`src/hdl/regmap_pkg.sv`:
```
`default_nettype none

package regmap_pkg;

	// Register word and pointer widths
	localparam int data_w = 32;
	localparam int ptr_w = 5;

	// System register numbers
	localparam logic [ptr_w-1:0] sysreg_psr = 5'd0;
	localparam logic [ptr_w-1:0] sysreg_spr = 5'd3;
	localparam logic [ptr_w-1:0] sysreg_pdtr = 5'd4;
	localparam logic [ptr_w-1:0] sysreg_kpdtr = 5'd5;
	localparam logic [ptr_w-1:0] sysreg_tidr = 5'd6;

	// Free-run counter halves
	localparam logic [ptr_w-1:0] sysreg_frclr = 5'd8;
	localparam logic [ptr_w-1:0] sysreg_frchr = 5'd9;

	// Destination of a full 64-bit counter write
	localparam logic [ptr_w-1:0] sysreg_frcr2frcxr = 5'd10;

endpackage

`default_nettype wire

```
`src/hdl/wb_pkg.sv`:
```
`default_nettype none

package wb_pkg;

	import regmap_pkg::*;

	// 64-bit counter word, stored whole, read back by halves
	typedef union packed {
		logic [2*data_w-1:0] full;
		struct packed {
			logic [data_w-1:0] hi;
			logic [data_w-1:0] lo;
		} half;
	} frcr_word_t;

endpackage

`default_nettype wire

```
`src/hdl/gr_file.sv`:
```
`timescale 1ns/1ps
`default_nettype none

module gr_file
	import regmap_pkg::*;
(
	input wire iCLOCK,
	input wire rst,
	// Read port
	input wire [ptr_w-1:0] rd_pointer,
	output logic [data_w-1:0] rd_data,
	// Commit write port
	input wire wr_valid,
	input wire [ptr_w-1:0] wr_pointer,
	input wire [data_w-1:0] wr_data
);

	localparam int depth = 1 << ptr_w;

	logic [data_w-1:0] regs [0:depth-1];

	// Whole file starts from zero
	always_ff @(posedge iCLOCK) begin
		if (rst) begin
			for (int i = 0; i < depth; i++) begin
				regs[i] <= '0;
			end
		end else if (wr_valid) begin
			regs[wr_pointer] <= wr_data;
		end
	end

	// Asynchronous read, forwarding covers in-flight writes
	assign rd_data = regs[rd_pointer];

endmodule

`default_nettype wire

```
`src/hdl/sysreg_file.sv`:
```
`timescale 1ns/1ps
`default_nettype none

module sysreg_file
	import regmap_pkg::*;
	import wb_pkg::*;
(
	input wire iCLOCK,
	input wire rst,
	// Read by system register number
	input wire [ptr_w-1:0] rd_pointer,
	output logic [data_w-1:0] rd_data,
	// Numbered commit write
	input wire wr_valid,
	input wire [ptr_w-1:0] wr_pointer,
	input wire [data_w-1:0] wr_data,
	// Dedicated SPR write
	input wire spr_wr_valid,
	input wire [data_w-1:0] spr_wr_data,
	// Full counter write
	input wire frcr_wr_valid,
	input wire frcr_word_t frcr_wr_data,
	// Raw control registers
	output logic [data_w-1:0] spr,
	output logic [data_w-1:0] psr,
	output logic [data_w-1:0] pdtr,
	output logic [data_w-1:0] kpdtr,
	output logic [data_w-1:0] tidr
);

	frcr_word_t frcr;

	always_ff @(posedge iCLOCK) begin
		if (rst) begin
			spr <= '0;
			psr <= '0;
			pdtr <= '0;
			kpdtr <= '0;
			tidr <= '0;
			frcr <= '0;
		end else begin
			if (wr_valid) begin
				case (wr_pointer)
					sysreg_psr: psr <= wr_data;
					sysreg_spr: spr <= wr_data;
					sysreg_pdtr: pdtr <= wr_data;
					sysreg_kpdtr: kpdtr <= wr_data;
					sysreg_tidr: tidr <= wr_data;
					default: begin
					end
				endcase
			end
			// Dedicated port has the last word on SPR
			if (spr_wr_valid) begin
				spr <= spr_wr_data;
			end
			if (frcr_wr_valid) begin
				frcr <= frcr_wr_data;
			end
		end
	end

	// Numbered read, counter split into halves
	always_comb begin
		case (rd_pointer)
			sysreg_psr: rd_data = psr;
			sysreg_spr: rd_data = spr;
			sysreg_pdtr: rd_data = pdtr;
			sysreg_kpdtr: rd_data = kpdtr;
			sysreg_tidr: rd_data = tidr;
			sysreg_frclr: rd_data = frcr.half.lo;
			sysreg_frchr: rd_data = frcr.half.hi;
			default: rd_data = '0;
		endcase
	end

endmodule

`default_nettype wire

```
`src/hdl/writeback_history.sv`:
```
`timescale 1ns/1ps
`default_nettype none

module writeback_history
	import regmap_pkg::*;
	import wb_pkg::*;
(
	input wire iCLOCK,
	input wire rst,
	// Incoming writeback
	input wire wb_valid,
	input wire [ptr_w-1:0] wb_dest,
	input wire wb_dest_sysreg,
	input wire [data_w-1:0] wb_data,
	input wire wb_spr_valid,
	input wire [data_w-1:0] wb_spr_data,
	input wire wb_frcr_valid,
	input wire frcr_word_t wb_frcr_data,
	// Current slot, one cycle old
	output logic cur_gr_valid,
	output logic [ptr_w-1:0] cur_gr_dest,
	output logic cur_gr_dest_sysreg,
	output logic [data_w-1:0] cur_gr_data,
	output logic cur_spr_valid,
	output logic [data_w-1:0] cur_spr_data,
	output logic cur_frcr_valid,
	output frcr_word_t cur_frcr_data,
	// Previous slot, two cycles old
	output logic prev_gr_valid,
	output logic [ptr_w-1:0] prev_gr_dest,
	output logic prev_gr_dest_sysreg,
	output logic [data_w-1:0] prev_gr_data,
	output logic prev_spr_valid,
	output logic [data_w-1:0] prev_spr_data,
	output logic prev_frcr_valid,
	output frcr_word_t prev_frcr_data,
	// Commit to the register files
	output logic commit_gr_valid,
	output logic [ptr_w-1:0] commit_gr_dest,
	output logic commit_gr_dest_sysreg,
	output logic [data_w-1:0] commit_gr_data,
	output logic commit_spr_valid,
	output logic [data_w-1:0] commit_spr_data,
	output logic commit_frcr_valid,
	output frcr_word_t commit_frcr_data
);

	// Two-deep shift, the older slot ages out into the files
	always_ff @(posedge iCLOCK) begin
		if (rst) begin
			{cur_gr_valid, cur_gr_dest, cur_gr_dest_sysreg, cur_gr_data} <= '0;
			{cur_spr_valid, cur_spr_data, cur_frcr_valid, cur_frcr_data} <= '0;
			{prev_gr_valid, prev_gr_dest, prev_gr_dest_sysreg, prev_gr_data} <= '0;
			{prev_spr_valid, prev_spr_data, prev_frcr_valid, prev_frcr_data} <= '0;
		end else begin
			cur_gr_valid <= wb_valid;
			cur_gr_dest <= wb_dest;
			cur_gr_dest_sysreg <= wb_dest_sysreg;
			cur_gr_data <= wb_data;
			cur_spr_valid <= wb_spr_valid;
			cur_spr_data <= wb_spr_data;
			cur_frcr_valid <= wb_frcr_valid;
			cur_frcr_data <= wb_frcr_data;
			prev_gr_valid <= cur_gr_valid;
			prev_gr_dest <= cur_gr_dest;
			prev_gr_dest_sysreg <= cur_gr_dest_sysreg;
			prev_gr_data <= cur_gr_data;
			prev_spr_valid <= cur_spr_valid;
			prev_spr_data <= cur_spr_data;
			prev_frcr_valid <= cur_frcr_valid;
			prev_frcr_data <= cur_frcr_data;
		end
	end

	// Previous slot lands in the files at the next edge
	assign commit_gr_valid = prev_gr_valid;
	assign commit_gr_dest = prev_gr_dest;
	assign commit_gr_dest_sysreg = prev_gr_dest_sysreg;
	assign commit_gr_data = prev_gr_data;
	assign commit_spr_valid = prev_spr_valid;
	assign commit_spr_data = prev_spr_data;
	assign commit_frcr_valid = prev_frcr_valid;
	assign commit_frcr_data = prev_frcr_data;

endmodule

`default_nettype wire

```
`src/hdl/execute_forwarding.sv`:
```
`timescale 1ns/1ps
`default_nettype none

module execute_forwarding
	import regmap_pkg::*;
	import wb_pkg::*;
(
	// Source request and raw file values
	input wire src_sysreg,
	input wire [ptr_w-1:0] src_pointer,
	input wire src_imm,
	input wire [data_w-1:0] src_data,
	input wire [data_w-1:0] src_spr,
	input wire [data_w-1:0] src_pdtr,
	input wire [data_w-1:0] src_kpdtr,
	input wire [data_w-1:0] src_tidr,
	input wire [data_w-1:0] src_psr,
	// Current slot
	input wire cur_gr_valid,
	input wire [ptr_w-1:0] cur_gr_dest,
	input wire cur_gr_dest_sysreg,
	input wire [data_w-1:0] cur_gr_data,
	input wire cur_spr_valid,
	input wire [data_w-1:0] cur_spr_data,
	input wire cur_frcr_valid,
	input wire frcr_word_t cur_frcr_data,
	// Previous slot
	input wire prev_gr_valid,
	input wire [ptr_w-1:0] prev_gr_dest,
	input wire prev_gr_dest_sysreg,
	input wire [data_w-1:0] prev_gr_data,
	input wire prev_spr_valid,
	input wire [data_w-1:0] prev_spr_data,
	input wire prev_frcr_valid,
	input wire frcr_word_t prev_frcr_data,
	// Rewritten values
	output logic [data_w-1:0] next_data,
	output logic [data_w-1:0] next_spr,
	output logic [data_w-1:0] next_pdtr,
	output logic [data_w-1:0] next_kpdtr,
	output logic [data_w-1:0] next_tidr,
	output logic [data_w-1:0] next_psr
);

	// Control registers that a numbered system write reaches
	function automatic logic is_ctrl(input logic [ptr_w-1:0] pointer);
		return pointer == sysreg_psr || pointer == sysreg_pdtr ||
			pointer == sysreg_kpdtr || pointer == sysreg_tidr;
	endfunction

	// One forwarding step of the source operand against one slot
	function automatic logic [data_w-1:0] rewrite_src(
		input logic [data_w-1:0] data,
		input logic sysreg,
		input logic [ptr_w-1:0] pointer,
		input logic imm,
		input logic gr_valid,
		input logic gr_sysreg,
		input logic [ptr_w-1:0] gr_dest,
		input logic [data_w-1:0] gr_data,
		input logic spr_hit,
		input logic [data_w-1:0] spr_val,
		input logic frcr_valid,
		input frcr_word_t frcr_data
	);
		if (imm) begin
			return data;
		end
		if (sysreg) begin
			if (pointer == sysreg_spr && spr_hit) begin
				return spr_val;
			end
			if (pointer == sysreg_frclr && frcr_valid) begin
				return frcr_data.half.lo;
			end
			if (pointer == sysreg_frchr && frcr_valid) begin
				return frcr_data.half.hi;
			end
			if (is_ctrl(pointer) && gr_valid && gr_sysreg && gr_dest == pointer) begin
				return gr_data;
			end
		end else if (gr_valid && !gr_sysreg && gr_dest == pointer) begin
			return gr_data;
		end
		return data;
	endfunction

	// One forwarding step of a single control register
	function automatic logic [data_w-1:0] rewrite_ctrl(
		input logic [ptr_w-1:0] target,
		input logic [data_w-1:0] data,
		input logic gr_valid,
		input logic gr_sysreg,
		input logic [ptr_w-1:0] gr_dest,
		input logic [data_w-1:0] gr_data
	);
		if (gr_valid && gr_sysreg && gr_dest == target) begin
			return gr_data;
		end
		return data;
	endfunction

	logic cur_spr_hit;
	logic prev_spr_hit;
	logic [data_w-1:0] cur_spr_val;
	logic [data_w-1:0] prev_spr_val;
	logic [data_w-1:0] prev_step_data;

	// A slot touches SPR by the dedicated port or a numbered write
	// Dedicated port wins, as in the file
	assign cur_spr_hit = cur_spr_valid ||
		(cur_gr_valid && cur_gr_dest_sysreg && cur_gr_dest == sysreg_spr);
	assign prev_spr_hit = prev_spr_valid ||
		(prev_gr_valid && prev_gr_dest_sysreg && prev_gr_dest == sysreg_spr);
	assign cur_spr_val = cur_spr_valid ? cur_spr_data : cur_gr_data;
	assign prev_spr_val = prev_spr_valid ? prev_spr_data : prev_gr_data;

	// Older slot first so the newest write wins
	assign prev_step_data = rewrite_src(src_data, src_sysreg, src_pointer, src_imm,
		prev_gr_valid, prev_gr_dest_sysreg, prev_gr_dest, prev_gr_data,
		prev_spr_hit, prev_spr_val, prev_frcr_valid, prev_frcr_data);
	assign next_data = rewrite_src(prev_step_data, src_sysreg, src_pointer, src_imm,
		cur_gr_valid, cur_gr_dest_sysreg, cur_gr_dest, cur_gr_data,
		cur_spr_hit, cur_spr_val, cur_frcr_valid, cur_frcr_data);

	assign next_spr = cur_spr_hit ? cur_spr_val : (prev_spr_hit ? prev_spr_val : src_spr);

	// Control registers, previous writeback then current
	assign next_pdtr = rewrite_ctrl(sysreg_pdtr,
		rewrite_ctrl(sysreg_pdtr, src_pdtr,
			prev_gr_valid, prev_gr_dest_sysreg, prev_gr_dest, prev_gr_data),
		cur_gr_valid, cur_gr_dest_sysreg, cur_gr_dest, cur_gr_data);
	assign next_kpdtr = rewrite_ctrl(sysreg_kpdtr,
		rewrite_ctrl(sysreg_kpdtr, src_kpdtr,
			prev_gr_valid, prev_gr_dest_sysreg, prev_gr_dest, prev_gr_data),
		cur_gr_valid, cur_gr_dest_sysreg, cur_gr_dest, cur_gr_data);
	assign next_tidr = rewrite_ctrl(sysreg_tidr,
		rewrite_ctrl(sysreg_tidr, src_tidr,
			prev_gr_valid, prev_gr_dest_sysreg, prev_gr_dest, prev_gr_data),
		cur_gr_valid, cur_gr_dest_sysreg, cur_gr_dest, cur_gr_data);
	assign next_psr = rewrite_ctrl(sysreg_psr,
		rewrite_ctrl(sysreg_psr, src_psr,
			prev_gr_valid, prev_gr_dest_sysreg, prev_gr_dest, prev_gr_data),
		cur_gr_valid, cur_gr_dest_sysreg, cur_gr_dest, cur_gr_data);

endmodule

`default_nettype wire

```
`src/hdl/operand_stage.sv`:
```
`timescale 1ns/1ps
`default_nettype none

module operand_stage
	import regmap_pkg::*;
	import wb_pkg::*;
(
	input wire iCLOCK,
	input wire rst,
	// Writeback
	input wire wb_valid,
	input wire [ptr_w-1:0] wb_dest,
	input wire wb_dest_sysreg,
	input wire [data_w-1:0] wb_data,
	input wire wb_spr_valid,
	input wire [data_w-1:0] wb_spr_data,
	input wire wb_frcr_valid,
	input wire frcr_word_t wb_frcr_data,
	// Operand request
	input wire src_valid,
	input wire [ptr_w-1:0] src_pointer,
	input wire src_sysreg,
	input wire src_imm,
	input wire [data_w-1:0] src_imm_data,
	// Operands, one cycle after the request
	output logic op_valid,
	output logic [data_w-1:0] op_data,
	output logic [data_w-1:0] op_spr,
	output logic [data_w-1:0] op_pdtr,
	output logic [data_w-1:0] op_kpdtr,
	output logic [data_w-1:0] op_tidr,
	output logic [data_w-1:0] op_psr
);

	logic cur_gr_valid, cur_gr_dest_sysreg, cur_spr_valid, cur_frcr_valid;
	logic [ptr_w-1:0] cur_gr_dest;
	logic [data_w-1:0] cur_gr_data, cur_spr_data;
	frcr_word_t cur_frcr_data;
	logic prev_gr_valid, prev_gr_dest_sysreg, prev_spr_valid, prev_frcr_valid;
	logic [ptr_w-1:0] prev_gr_dest;
	logic [data_w-1:0] prev_gr_data, prev_spr_data;
	frcr_word_t prev_frcr_data;
	logic commit_gr_valid, commit_gr_dest_sysreg, commit_spr_valid, commit_frcr_valid;
	logic [ptr_w-1:0] commit_gr_dest;
	logic [data_w-1:0] commit_gr_data, commit_spr_data;
	frcr_word_t commit_frcr_data;

	logic [data_w-1:0] gr_rd_data, sys_rd_data, file_data;
	logic [data_w-1:0] raw_spr, raw_psr, raw_pdtr, raw_kpdtr, raw_tidr;
	logic [data_w-1:0] next_data, next_spr, next_pdtr, next_kpdtr, next_tidr, next_psr;

	writeback_history history_i (.*);

	// Numbered commits split between the two files
	gr_file gr_file_i (
		.iCLOCK(iCLOCK), .rst(rst),
		.rd_pointer(src_pointer), .rd_data(gr_rd_data),
		.wr_valid(commit_gr_valid && !commit_gr_dest_sysreg),
		.wr_pointer(commit_gr_dest), .wr_data(commit_gr_data)
	);

	sysreg_file sysreg_file_i (
		.iCLOCK(iCLOCK), .rst(rst),
		.rd_pointer(src_pointer), .rd_data(sys_rd_data),
		.wr_valid(commit_gr_valid && commit_gr_dest_sysreg),
		.wr_pointer(commit_gr_dest), .wr_data(commit_gr_data),
		.spr_wr_valid(commit_spr_valid), .spr_wr_data(commit_spr_data),
		.frcr_wr_valid(commit_frcr_valid), .frcr_wr_data(commit_frcr_data),
		.spr(raw_spr), .psr(raw_psr), .pdtr(raw_pdtr), .kpdtr(raw_kpdtr), .tidr(raw_tidr)
	);

	// Immediate bypasses both files
	assign file_data = src_imm ? src_imm_data : (src_sysreg ? sys_rd_data : gr_rd_data);

	execute_forwarding forwarding_i (
		.src_data(file_data), .src_spr(raw_spr), .src_pdtr(raw_pdtr),
		.src_kpdtr(raw_kpdtr), .src_tidr(raw_tidr), .src_psr(raw_psr),
		.*
	);

	always_ff @(posedge iCLOCK) begin
		if (rst) begin
			op_valid <= 1'b0;
			{op_data, op_spr, op_pdtr, op_kpdtr, op_tidr, op_psr} <= '0;
		end else begin
			op_valid <= src_valid;
			if (src_valid) begin
				op_data <= next_data;
				op_spr <= next_spr;
				op_pdtr <= next_pdtr;
				op_kpdtr <= next_kpdtr;
				op_tidr <= next_tidr;
				op_psr <= next_psr;
			end
		end
	end

endmodule

`default_nettype wire

```
`config.mk`:
```
export PLATFORM = sky130hd
export DESIGN_NAME = operand_stage
export DESIGN_NICKNAME = d
export VERILOG_FILES = /design/src/hdl/regmap_pkg.sv /design/src/hdl/wb_pkg.sv /design/src/hdl/gr_file.sv /design/src/hdl/sysreg_file.sv /design/src/hdl/writeback_history.sv /design/src/hdl/execute_forwarding.sv /design/src/hdl/operand_stage.sv
export SDC_FILE = /design/constraint.sdc
export NUM_CORES = 2
export LEC_CHECK = 0
export BUFFER_PORTS_ARGS = -buffer_cell sky130_fd_sc_hd__buf_2
export CORE_ASPECT_RATIO = 1.75
export CORE_MARGIN = 3
export CORE_UTILIZATION = 65
export DETAILED_ROUTE_END_ITERATION = 16
export GPL_TIMING_DRIVEN = 0
export PLACE_DENSITY = 0.82
export SETUP_SLACK_MARGIN = 0.02
export SLEW_MARGIN = 20
export SYNTH_ARGS = -nofsm -noshare
export SYNTH_HDL_FRONTEND = slang
export SYNTH_SLANG_ARGS = --single-unit
```
`constraint.sdc`:
```
create_clock -name iCLOCK -period 6.3 [get_ports iCLOCK]
set_clock_uncertainty 0.15 [all_clocks]
set_input_delay 0.315 -clock iCLOCK [delete_from_list [all_inputs] [get_ports iCLOCK]]
set_output_delay 0.315 -clock iCLOCK [all_outputs]
set_load 0.02 [all_outputs]
```
==> results of run 1 <==
-- cell families after synthesis --
kind of cell | count (synthesis) | synth area share, %
compound gates | 828 | 7.41
mux | 775 | 14.3
flops | 1715 | 58.3
simple gates | 2333 | 16.3
buf+inv | 632 | 3.52
xor+xnor | 10 | 0.115
-- stage by stage --
| step | util [%] | setup WS (ns) |
|---|---|---|
| floorplan | - | 3.45 |
| global placement | 69.1 | 0.0812 |
| detailed placement | 69.2 | 0.828 |
| CTS | 74.7 | 1.24 |
-- routing by layer --
metal  overflow  global-route usage [%]
met1         23                    79.0
met2        917                    97.8
met5          8                    26.6
met3         51                    64.4
met4        561                    83.0
-- what timing repair did --
action,CTS
gates resized for setup,0
buffers inserted,0
endpoints found under the hold margin,140
hold buffers,140
==> summary.txt, run 1 <==
Logic synthesis
  • Fraction of registers with async set/reset: 0%
  • Post-synth EDFFs: 1,024
  • Top cell type's share of synthesized area: 40.2%
  • Net count after synthesis: 6,472
  • Top FF cell, synth: edfxtp_1
  • Mapped Area: 76,400 um2
  • Yosys reg bits: 1,715
  • Synthesized netlist cell count: 6,293
  • Ys Warns: 0
  • Sequential cell area fraction in the yosys report: 58.3%
  • Synth area leader: edfxtp_1
  • Commonest cells post-synth: 1,024 x edfxtp_1, 974 x and2_1, 691 x dfxtp_1, 546 x nor2_1, 513 x mux2i_1
  • Avg Cell Area, Syn: 12.1 um2
  • Synth top area cells: edfxtp_1 40%, dfxtp_1 18%, and2_1 8.0%, mux4_2 7.4%, mux2i_1 6.7%
  • Top-count cell post-synth: edfxtp_1
  • Post-synth cell types: 89

CTS
  • Number of buffers created by CTS: 149
  • TritonCTS sink count: 1,715
  • Clock root cell: clkbuf_16
  • Bufs on Longest Clock Path: 3
  • H-tree Lvls: 4

Floorplan
  • Num rows: 165
  • Die Height: 460 um
  • Ports: 372
  • Initial core utilization: 65.9%
  • Die Width: 265 um

Placement
  • Inst Count DP: 8,172
  • PortBufs: 367
  • DP Wirelength: 286 mm
  • GPL Wtd Cong: 1.19
  • Placed cell area: 80,300 um2

Status
  • Last stage: global routing (5_1_grt)
  • Outcome: aborted with a tool error
  • Halt Reason: [ERROR GRT-0116] Global routing finished with congestion. Check the congestion regions in the DRC Viewer.

Global routing
  • Largest net degree at the start of global routing: 33
  • GRT Residual Overflow: 1,560
  • Vias in the first global route: 77,651
  • GRT Resource Usage Total: 80.3%
  • First-pass GRT wire length: 699 mm
==> inputs of run 2 (changes only) <==
Settings changed: CORE_ASPECT_RATIO 1.75 to default, CORE_UTILIZATION 65 to 40, PLACE_DENSITY 0.82 to default, PLACE_DENSITY_LB_ADDON from default to 0.15, SETUP_SLACK_MARGIN 0.02 to default.
==> run 2 against run 1 <==
  * The flow now finishes without violations
  * Synthesized cell count is the same
  * Area after synthesis unchanged
==> summary.txt, run 2 <==
Floorplan
  • Die Height: 443 um
  • Die Width: 443 um
  • Num rows: 159
  • Die ar.: 196,000 um2
  • Ports: 372
  • Area of the core: 189,000 um2
  • Initial core utilization: 40.5%

Layout
  • Share of cells above drive strength 1: 16.2%
  • Design area: 89,600 um2
  • Area Growth Syn to Fin: 17.2%
  • Nets: 7,206
  • Commonest non-fill, non-tap cell in the layout: edfxtp_1
  • Filler cells: 17,242
  • Number of flip-flops in the largest register: 1,024
  • Most frequent cells in the layout: 1,024 x edfxtp_1, 974 x and2_1, 691 x dfxtp_1, 540 x nor2_1, 513 x mux2i_1
  • Largest Register: gr_file_i.regs

Critical path
  • Crit path DAT: 6.19 ns
  • Critical path's top delay family: buffers and inverters
  • Worst setup EP type: flip-flop
  • Largest stage delay, worst path: 0.91 ns
  • CP max stage cell: clkbuf_1
  • Reg-to-reg endpoint: op_spr[19]
  • Origin of the critical flop-to-flop path: history_i.commit_spr_valid
  • Buf/Inv on CP: 4
  • Startpoint Class: flip-flop
  • Crit path cell chain: clkbuf_1, clkbuf_1, buf_1, clkbuf_1, nor2_1, a21oi_1, mux2i_1, mux2i_1, nor2_1
  • WS Path Type: reg2reg
  • Req. time, crit path: 6.90 ns
  • Worst-path maximum fanout: 10
  • Reg2reg setup slack: 0.72 ns
  • CP dominant cell by count: clkbuf_1
  • Worst Reg2Reg Path Length in Cells: 9

Timing
  • Setup TNS: 0 ns
  • Rel. slew slack: 9.28%
  • RSZ-0062 raised after global routing: false
  • Min cycle time layout: 5.58 ns
  • Actual slew at the worst max-slew pin: 1.36 ns
  • Hold Vio Cnt, Final: 0
  • WHS: 0.0302 ns
  • Final worst-path cycle share: 88.6%
  • Final Max Slew Viols: 0
  • # setup viols final: 0
  • Fmax: 179 MHz

CTS
  • Worst skew pair latency: 0.90 ns
  • Clock slew at reported path FFs: 0.06 ns
  • TritonCTS sink count: 1,715
  • PostCTS Resize Cnt: 0
  • H-tree Lvls: 4
  • Number of buffers created by CTS: 193
  • Bufs on Longest Clock Path: 3
  • CTS tree: done
  • Clock root cell: clkbuf_16

Pwr
  • Maximum vdd drop: 0.230 mV
  • Cell Pwr Density: 289 nW/um2
  • Leak: 34.0 nW

Routing
  • Residual DRC count: 0
  • DR pass1 iterations: 10
  • Post-route ant nets: 0
  • Routed vias: 60,103
  • Initial DRC count: 9,534
  • Routed WL: 400 mm
  • Drt wl/cell: 41.2 um
  • Vias/cell: 6.19

Logic synthesis
  • Post-synth cell types: 89
  • Ys Warns: 0
  • Mapped Area: 76,400 um2
  • Synthesized netlist cell count: 6,293
  • Post-synth EDFFs: 1,024
  • Top cell type's share of synthesized area: 40.2%
  • Net count after synthesis: 6,472
  • Synth area leader: edfxtp_1
  • Synth top area cells: edfxtp_1 40%, dfxtp_1 18%, and2_1 8.0%, mux4_2 7.4%, mux2i_1 6.7%
  • Avg Cell Area, Syn: 12.1 um2
  • Sequential cell area fraction in the yosys report: 58.3%
  • Top FF cell, synth: edfxtp_1
  • Yosys reg bits: 1,715
  • Top-count cell post-synth: edfxtp_1
  • Fraction of registers with async set/reset: 0%
  • Commonest cells post-synth: 1,024 x edfxtp_1, 974 x and2_1, 691 x dfxtp_1, 546 x nor2_1, 513 x mux2i_1

Placement
  • PortBufs: 367
  • GPL Wtd Cong: 1.07
  • Placed cell area: 81,700 um2
  • DP Wirelength: 298 mm

Global routing
  • GRT Resource Usage Total: 39.7%
  • GRT Residual Overflow: 0
  • Initial antenna violation count: 41
  • Vias in the first global route: 56,973
  • First-pass GRT wire length: 523 mm
  • Largest net degree at the start of global routing: 33

Flow run
  • Max Cap Viol: 0

Worst hold path
  • Hold Path Stages: 3
  • Worst hold path type: in2reg
  • Min-delay src: wb_spr_data[15]
  • Hold Path End: history_i.cur_spr_data[15]

Status
  • Outcome: completed
## run 2: metrics by stage
step / utilization, % / setup WS, ns / power, mW / cells
floorplan: - / 3.45 / 13.5 / 6293
global placement: 43.1 / -0.696 / 14.7 / 9155
detailed placement: 43.3 / 0.678 / 14.7 / 9170
CTS: 47.4 / 1.21 / 25.8 / 9678
global route: 47.4 / 1.06 / 26.3 / 9685
finish: 47.4 / 0.720 / 25.9 / 9709
## run 2: what timing repair did
item,4_1_cts,5_1_grt
hold buffers,154,0
setup buffers,0,0
endpoints found under the hold margin,149,0
## run 2: cells by family after synthesis
| group | Yosys count | synth area share, % |
|---|---|---|
| flops | 1715 | 58.3 |
| compound gates | 828 | 7.41 |
| simple gates | 2333 | 16.3 |
| buf+inv | 632 | 3.52 |
| xor+xnor | 10 | 0.115 |
| mux | 775 | 14.3 |
## run 2: power breakdown
| part | switching, mW | leakage, nW | total [mW] | internal [mW] |
|---|---|---|---|---|
| Clock | 4.91 | 3.03 | 11.2 | 6.32 |
| Sequential | 0.303 | 16.6 | 12.4 | 12.1 |
| Combinational | 1.57 | 14.5 | 2.21 | 0.639 |
## run 2: final cells by class
type / instances / area, um2 / share of cell area (%)
Antenna cell: 28 / 70.1 / 0.0782
Timing Repair Buffer: 539 / 3610 / 4.03
Clock inverter: 85 / 656 / 0.732
Buffer: 612 / 2670 / 2.98
Sequential cell: 1715 / 44600 / 49.8
Tap cell: 2495 / 3120 / 3.48
Inverter: 20 / 75.1 / 0.0838
Multi-Input combinational cell: 3946 / 29300 / 32.7
Clock buffer: 269 / 5500 / 6.14
## run 2: how the worst max path moves through the flow
stage / slack, ns / startpoint / endpoint / depth (start not counted)
CTS: 1.21 / history_i.commit_spr_valid / op_spr[20] / 9
detailed placement: 0.68 / src_pointer[1] / op_data[29] / 12
floorplan: 3.45 / src_pointer[0] / op_data[18] / 10
finish: 0.72 / history_i.commit_spr_valid / op_spr[19] / 9
global route: 1.06 / history_i.commit_spr_valid / op_spr[19] / 9
global placement: -0.70 / src_pointer[2] / op_data[10] / 9
## run 2: layer usage
layer	vias to the layer above	global-route usage [%]	wire (um)
li1	24214	-	-
met1	31062	55.6	167000
met2	4090	54.8	162000
met3	727	14.2	50100
met4	10	17.8	20800
met5	-	0	68
## run 2: worst reg2reg max path: cells and delay by family (launching register included)
family,cells,cell delay (ns)
AOI/OAI and AO/OA,1,0.77
buffers and inverters,4,3.36
DFF,1,0.45
muxes,2,0.56
and+or+nand+nor,2,0.17
Note: power is estimated with default switching activity, not from simulation.
